[src/rtl/bus_arb_pkg.sv]
package bus_arb_pkg;

    // Bus sizes
    localparam int NO_MASTERS  = 4;
    localparam int NO_SLAVES   = 3;
    localparam int M_ID_WIDTH  = $clog2(NO_MASTERS);      // 2 bits
    localparam int S_ID_WIDTH  = $clog2(NO_SLAVES + 1);   // Slave 0 means no request

    // Cycles a grant is held before split arbitration may hand the bus away
    localparam int SPLIT_LIMIT = 8;
    localparam int HOLD_WIDTH  = $clog2(SPLIT_LIMIT + 1); // Must reach SPLIT_LIMIT itself

    typedef logic [M_ID_WIDTH-1:0] master_id_t;
    typedef logic [S_ID_WIDTH-1:0] slave_id_t;
    typedef logic [HOLD_WIDTH-1:0] hold_cnt_t;

    // One slave id per master with entry 0 in the low bits
    typedef slave_id_t [NO_MASTERS-1:0] req_vec_t;

    typedef enum logic {
        ARB_IDLE = 1'b0,
        ARB_BUSY = 1'b1
    } arb_state_e;

    // Current owner of the bus
    typedef struct packed {
        logic       valid;
        master_id_t master;
        slave_id_t  slave;
    } grant_t;

    // Clears one pending entry in the request register
    typedef struct packed {
        logic       valid;
        master_id_t master;
    } release_t;

endpackage : bus_arb_pkg

[src/rtl/request_register.sv]
`timescale 1ns/100ps

module request_register (
    input  logic                  clk,
    input  logic                  reset,
    input  bus_arb_pkg::req_vec_t req_slave,
    input  bus_arb_pkg::release_t release_req,
    output bus_arb_pkg::req_vec_t pending
);

    import bus_arb_pkg::*;

    // Each entry holds its slave id until the controller releases it
    always_ff @(posedge clk) begin
        if (reset) begin
            pending <= '0;
        end else begin
            for (int m = 0; m < NO_MASTERS; m++) begin
                if (release_req.valid && (release_req.master == master_id_t'(m))) begin
                    pending[m] <= '0;                // Release beats a new load
                end else if ((pending[m] == '0) && (req_slave[m] != '0)) begin
                    pending[m] <= req_slave[m];      // Only an empty entry accepts a request
                end
            end
        end
    end

    // A release always names the master being served so its entry is full
    a_release_full: assert property (
        @(posedge clk) disable iff (reset)
        release_req.valid |-> (pending[release_req.master] != '0)
    ) else $error("Release of empty entry for master %0d", release_req.master);

endmodule : request_register

[src/rtl/priority_selector.sv]
`timescale 1ns/100ps

module priority_selector (
    input  bus_arb_pkg::arb_state_e state,
    input  bus_arb_pkg::grant_t     current,
    input  logic                    split,
    input  bus_arb_pkg::req_vec_t   pending,
    output bus_arb_pkg::master_id_t next_master,
    output bus_arb_pkg::slave_id_t  next_slave,
    output logic                    any_request
);

    import bus_arb_pkg::*;

    logic [NO_MASTERS-1:0] eligible;    // Masters allowed to take the bus now

    assign any_request = |pending;

    // Which masters qualify depends on the controller state
    always_comb begin : eligible_check
        eligible = '0;
        unique case (state)
            ARB_IDLE: begin
                for (int m = 0; m < NO_MASTERS; m++) begin
                    eligible[m] = (pending[m] != '0);
                end
            end
            ARB_BUSY: begin
                for (int m = 0; m < NO_MASTERS; m++) begin
                    if (split) begin
                        // Split transaction lets in any master wanting another slave
                        eligible[m] = (pending[m] != '0) && (pending[m] != current.slave);
                    end else begin
                        eligible[m] = (pending[m] != '0) && (master_id_t'(m) < current.master);
                    end
                end
            end
        endcase
    end

    // Lowest index wins or the current grant stays
    always_comb begin : master_slave_pick
        logic found;
        found       = 1'b0;
        next_master = current.master;
        next_slave  = current.slave;
        for (int m = 0; m < NO_MASTERS; m++) begin
            if (eligible[m] && !found) begin
                next_master = master_id_t'(m);
                next_slave  = pending[m];
                found       = 1'b1;                  // Ignore lower priority masters
            end
        end
    end

endmodule : priority_selector

[src/rtl/arbiter_controller.sv]
`timescale 1ns/100ps

module arbiter_controller (
    input  logic                    clk,
    input  logic                    reset,
    input  bus_arb_pkg::req_vec_t   pending,
    input  bus_arb_pkg::master_id_t next_master,
    input  bus_arb_pkg::slave_id_t  next_slave,
    input  logic                    any_request,
    input  logic                    done,
    output bus_arb_pkg::arb_state_e state,
    output logic                    split,
    output bus_arb_pkg::grant_t     grant,
    output bus_arb_pkg::release_t   release_req
);

    import bus_arb_pkg::*;

    hold_cnt_t hold_cnt;    // Cycles the current grant has been held

    assign split = (hold_cnt == hold_cnt_t'(SPLIT_LIMIT));

    // Done only counts while a master owns the bus
    assign release_req.valid  = done && (state == ARB_BUSY);
    assign release_req.master = grant.master;

    always_ff @(posedge clk) begin
        if (reset) begin
            state    <= ARB_IDLE;
            grant    <= '0;
            hold_cnt <= '0;
        end else begin
            unique case (state)
                ARB_IDLE: begin
                    if (any_request) begin
                        state        <= ARB_BUSY;
                        grant.valid  <= 1'b1;
                        grant.master <= next_master;
                        grant.slave  <= next_slave;
                        hold_cnt     <= '0;
                    end
                end
                ARB_BUSY: begin
                    if (done) begin
                        state       <= ARB_IDLE;   // Bus is free for one cycle
                        grant.valid <= 1'b0;
                    end else if (next_master != grant.master) begin
                        grant.master <= next_master;  // Preemption or split handover
                        grant.slave  <= next_slave;
                        hold_cnt     <= '0;
                    end else if (!split) begin
                        hold_cnt <= hold_cnt + 1'b1;  // Saturates at SPLIT_LIMIT
                    end
                end
            endcase
        end
    end

    a_slave_nonzero: assert property (
        @(posedge clk) disable iff (reset)
        grant.valid |-> (grant.slave != '0)
    ) else $error("Grant to slave zero");

    // The owner's request stays in stage 1 until done releases it
    a_owner_pending: assert property (
        @(posedge clk) disable iff (reset)
        (state == ARB_BUSY) |-> (pending[grant.master] != '0)
    ) else $error("Master %0d granted without a pending request", grant.master);

endmodule : arbiter_controller

[src/rtl/bus_arbiter_top.sv]
`timescale 1ns/100ps

module bus_arbiter_top (
    input  logic                  clk,
    input  logic                  reset,
    input  bus_arb_pkg::req_vec_t req_slave,
    input  logic                  done,
    output bus_arb_pkg::grant_t   grant
);

    import bus_arb_pkg::*;

    req_vec_t   pending;        // Stage 1 to stages 2 and 3
    release_t   release_req;    // Stage 3 back to stage 1
    arb_state_e state;
    logic       split;
    master_id_t next_master;
    slave_id_t  next_slave;
    logic       any_request;

    request_register u_request_register (
        .clk         (clk),
        .reset       (reset),
        .req_slave   (req_slave),
        .release_req (release_req),
        .pending     (pending)
    );

    priority_selector u_priority_selector (
        .state       (state),
        .current     (grant),
        .split       (split),
        .pending     (pending),
        .next_master (next_master),
        .next_slave  (next_slave),
        .any_request (any_request)
    );

    arbiter_controller u_arbiter_controller (
        .clk         (clk),
        .reset       (reset),
        .pending     (pending),
        .next_master (next_master),
        .next_slave  (next_slave),
        .any_request (any_request),
        .done        (done),
        .state       (state),
        .split       (split),
        .grant       (grant),
        .release_req (release_req)
    );

endmodule : bus_arbiter_top

[config.mk]
export PLATFORM = sky130hd
export DESIGN_NAME = bus_arbiter_top
export DESIGN_NICKNAME = d
export VERILOG_FILES = /design/src/rtl/bus_arb_pkg.sv /design/src/rtl/request_register.sv /design/src/rtl/priority_selector.sv /design/src/rtl/arbiter_controller.sv /design/src/rtl/bus_arbiter_top.sv
export SDC_FILE = /design/constraint.sdc
export NUM_CORES = 1
export LEC_CHECK = 0
export BUFFER_PORTS_ARGS = -buffer_cell sky130_fd_sc_hd__buf_2
export CAP_MARGIN = 20
export CORE_ASPECT_RATIO = 0.6
export CORE_MARGIN = 5
export CORE_UTILIZATION = 42
export DETAILED_ROUTE_END_ITERATION = 10
export PLACE_DENSITY = 0.6
export SYNTH_ARGS = -nofsm -noshare
export SYNTH_HDL_FRONTEND = slang
export SYNTH_SLANG_ARGS = --single-unit
[constraint.sdc]
create_clock -name clk -period 7.4 [get_ports clk]
set_input_delay 0 -clock clk [delete_from_list [all_inputs] [get_ports clk]]
set_output_delay 0 -clock clk [all_outputs]
set_load 0.005 [all_outputs]
==> impl_metrics.json <==
{
  "ys_types": 50,
  "place.port_buffers": 15,
  "maxCapViolations": 0,
  "timing.rr.end": "u_arbiter_controller.hold_cnt[2]",
  "synthSimpleGateAreaFrac_pct": 25.0,
  "grt_pass1_wl_mm": 4.95,
  "postCtsSetupBuffers": 0,
  "yosysTopAreaCell": "dfxtp_1",
  "h-tree-depth": 1,
  "drt_wl_total_mm": 3.00,
  "hpwlAfterDp_mm": 2.28,
  "synth_compound_area_share_pct": 31.3,
  "endpoint": "u_arbiter_controller.hold_cnt[2]",
  "drv_slew": 0,
  "drt_pass1_iterations": 4,
  "boundaryPins": 16,
  "max_clock_freq_mhz": 359,
  "clk_path_buf_depth": 2,
  "synth-edff-count": 0,
  "synth_top_family_by_area": "compound AO/OA/AOI/OAI gates",
  "start_kind": "register",
  "crit_start": "u_arbiter_controller.hold_cnt[0]",
  "die_x_um": 78.1,
  "period_share_pct": 37.6,
  "grt.total_usage_pct": 15.5,
  "reg2regPathDepth": 10,
  "powerDensity_nw_per_um2": 236,
  "antenna_found_initial": 0,
  "yosys.area_share.adder_pct": 2.14,
  "cts_made_buffers": 3,
  "crit_required_ns": 7.60,
  "yosysMostFrequentCell": "dfxtp_1",
  "yosysWarnings": 0,
  "tightest_slew_ns": 0.624,
  "cp-end-kind": "register",
  "layout.nets": 172,
  "clock_sink_count": 18,
  "start_util_pct": 45.4,
  "ctsHoldBuffers": 4,
  "yosysSeqAreaShare_pct": 30.8,
  "ctsRootBufferMaster": "clkbuf_8",
  "layout_min_cycle_time_ns": 2.78,
  "hold_viol": 0,
  "grt_start_max_net_pins": 16,
  "rr_startpoint": "u_arbiter_controller.hold_cnt[0]",
  "synth_top_cells_by_count": "dfxtp_1, nor2_1, a21oi_1, inv_1",
  "wire_per_inst_um": 15.9,
  "cts_tree": "yes",
  "synthArstFlopShare_pct": 0,
  "die_area_um2": 3980,
  "worst-setup-path-type": "reg -> reg",
  "outcome": "completed",
  "drtIter0Drc": 39,
  "synthTopCellsByArea": "dfxtp_1, a21oi_1, nor2_1",
  "die_h_um": 50.9,
  "insertion_delay_ns": 0.25,
  "synth_top_cell_area_share_pct": 30.8,
  "max-slew-margin-rel_pct": 58.0,
  "overflow": 0,
  "grt_pass1_vias": 1058,
  "hp-class": "in -> reg",
  "syn_area_um2": 1170,
  "vias": 1141,
  "post_route_cells_drive_above_1_share_pct": 20.4,
  "ant_nets": 0,
  "post_cts_resize_count": 0,
  "path_clk_slew_ns": 0.07,
  "path_max_fanout": 6,
  "reg2reg_slack_ns": 4.62,
  "synthMuxAreaShare_pct": 0.856,
  "diodes": 0,
  "synth_cells": 139,
  "rsz0062_at_grt": "no",
  "fin_total_pwr_uw": 316,
  "rows": 14,
  "hold_path_depth": 3,
  "synth_seq_cells": 18,
  "core_area_um2": 2570,
  "routed_via_density": 6.04,
  "leakage_nw": 0.561,
  "irDropWorstVdd_uv": 130,
  "syn_nets": 152,
  "crit_arrival_ns": 2.98,
  "finClkSkew_ns": 0.00352,
  "syn_area_per_cell_um2": 8.42,
  "setup_tns_ns": 0,
  "ys.flop_type": "dfxtp_1",
  "drc": 0,
  "setup_viol": 0,
  "synthXorXnorAreaFrac_pct": 3.64,
  "n_fill_cell": 232,
  "area_delta_synth_final_pct": 14.8,
  "place_congestion": 0.958
}
metal layers:
| layer | vias up | routed length, µm | track usage (%) |
|---|---|---|---|
| li1 | 549 | - | - |
| met1 | 531 | 1360 | 18.3 |
| met2 | 54 | 1350 | 26.2 |
| met3 | 7 | 267 | 7.37 |
| met4 | 0 | 27 | 2.81 |
| met5 | - | 0 | 0 |
power by group:
part | switching, mW | leakage [nW] | internal, mW
sequential | 0.0212 | 0.148 | 0.108
combinational | 0.0697 | 0.391 | 0.0500
clock | 0.0312 | 0.0216 | 0.0362
total | 0.122 | 0.561 | 0.194
per-stage QoR:
step                      utilization, %  worst slack (ns)  area, µm²  cells  hold slack (ns)
final                               52.1              4.62       1340    189          0.00107
after global routing                52.1              4.46       1340    189          0.00963
after global placement              49.0              4.90       1260    182            0.234
after CTS                           52.1              4.72       1340    189          0.00561
after detailed placement            49.0              4.74       1260    182            0.248
after floorplan                        -              5.07       1170    139           0.0990
sequential cells by signal, summed over array words and instances (netlist names):
signal	cells
u_arbiter_controller.state	1
u_arbiter_controller.grant	5
u_arbiter_controller.hold_cnt	4
u_request_register.pending	8
cells by family (layout without fill, tap and decap cells):
logic type / count (synthesis) / after routing
multiplexers: 1 / 1
AO/OA/AOI/OAI: 44 / 44
adder cells (fa/ha/maj): 2 / 2
XOR/XNOR: 4 / 4
flip-flops: 18 / 18
AND/OR/NAND/NOR: 53 / 53
buffers and inverters: 17 / 35
layout by cell type (no fill, tap or decap), types with 3 or more instances in the layout:
cell            n
nor3_1          6
nand2_1         6
nand3_1         3
a21oi_1        15
clkbuf_8        3
a41o_1          5
dlygate4sd3_1   4
nand2b_1        4
nor2_1         17
nor4_1          3
buf_2          15
inv_1          12
xor2_1          3
dfxtp_1        18
worst min path at each step:
| stage | slack [ns] | end | start |
|---|---|---|---|
| 4_1_cts | 0.006 | u_request_register.pending[5] | req_slave[5] |
| 5_1_grt | 0.01 | u_request_register.pending[5] | req_slave[5] |
| 6_report | 0.001 | u_request_register.pending[5] | req_slave[5] |
| 3_3_place_gp | 0.23 | u_request_register.pending[4] | req_slave[4] |
| 3_5_place_dp | 0.25 | u_request_register.pending[2] | req_slave[2] |
| 2_1_floorplan | 0.1 | u_arbiter_controller.grant[4] | done |
worst max-delay path, cell delays in order (launching register included):
cell and delay, ns:
dfxtp_1 0.33, inv_1 0.10, ha_1 0.17, nand3b_1 0.25, nor4_2 0.47, a311oi_1 0.12
or3_1 0.44, nand3_1 0.21, nand3b_1 0.16, nor3_2 0.26, a41o_1 0.22
area by class of cell:
class | count | area, µm² | area share (%)
inverters | 13 | 48.8 | 3.63
well taps | 32 | 40.0 | 2.98
flip-flops and latches | 18 | 360 | 26.8
multi-input cells | 104 | 737 | 54.9
clock buffers | 3 | 41.3 | 3.08
repair buffers | 19 | 115 | 8.57
No activity file was read; power rests on OpenSTA's default activity.
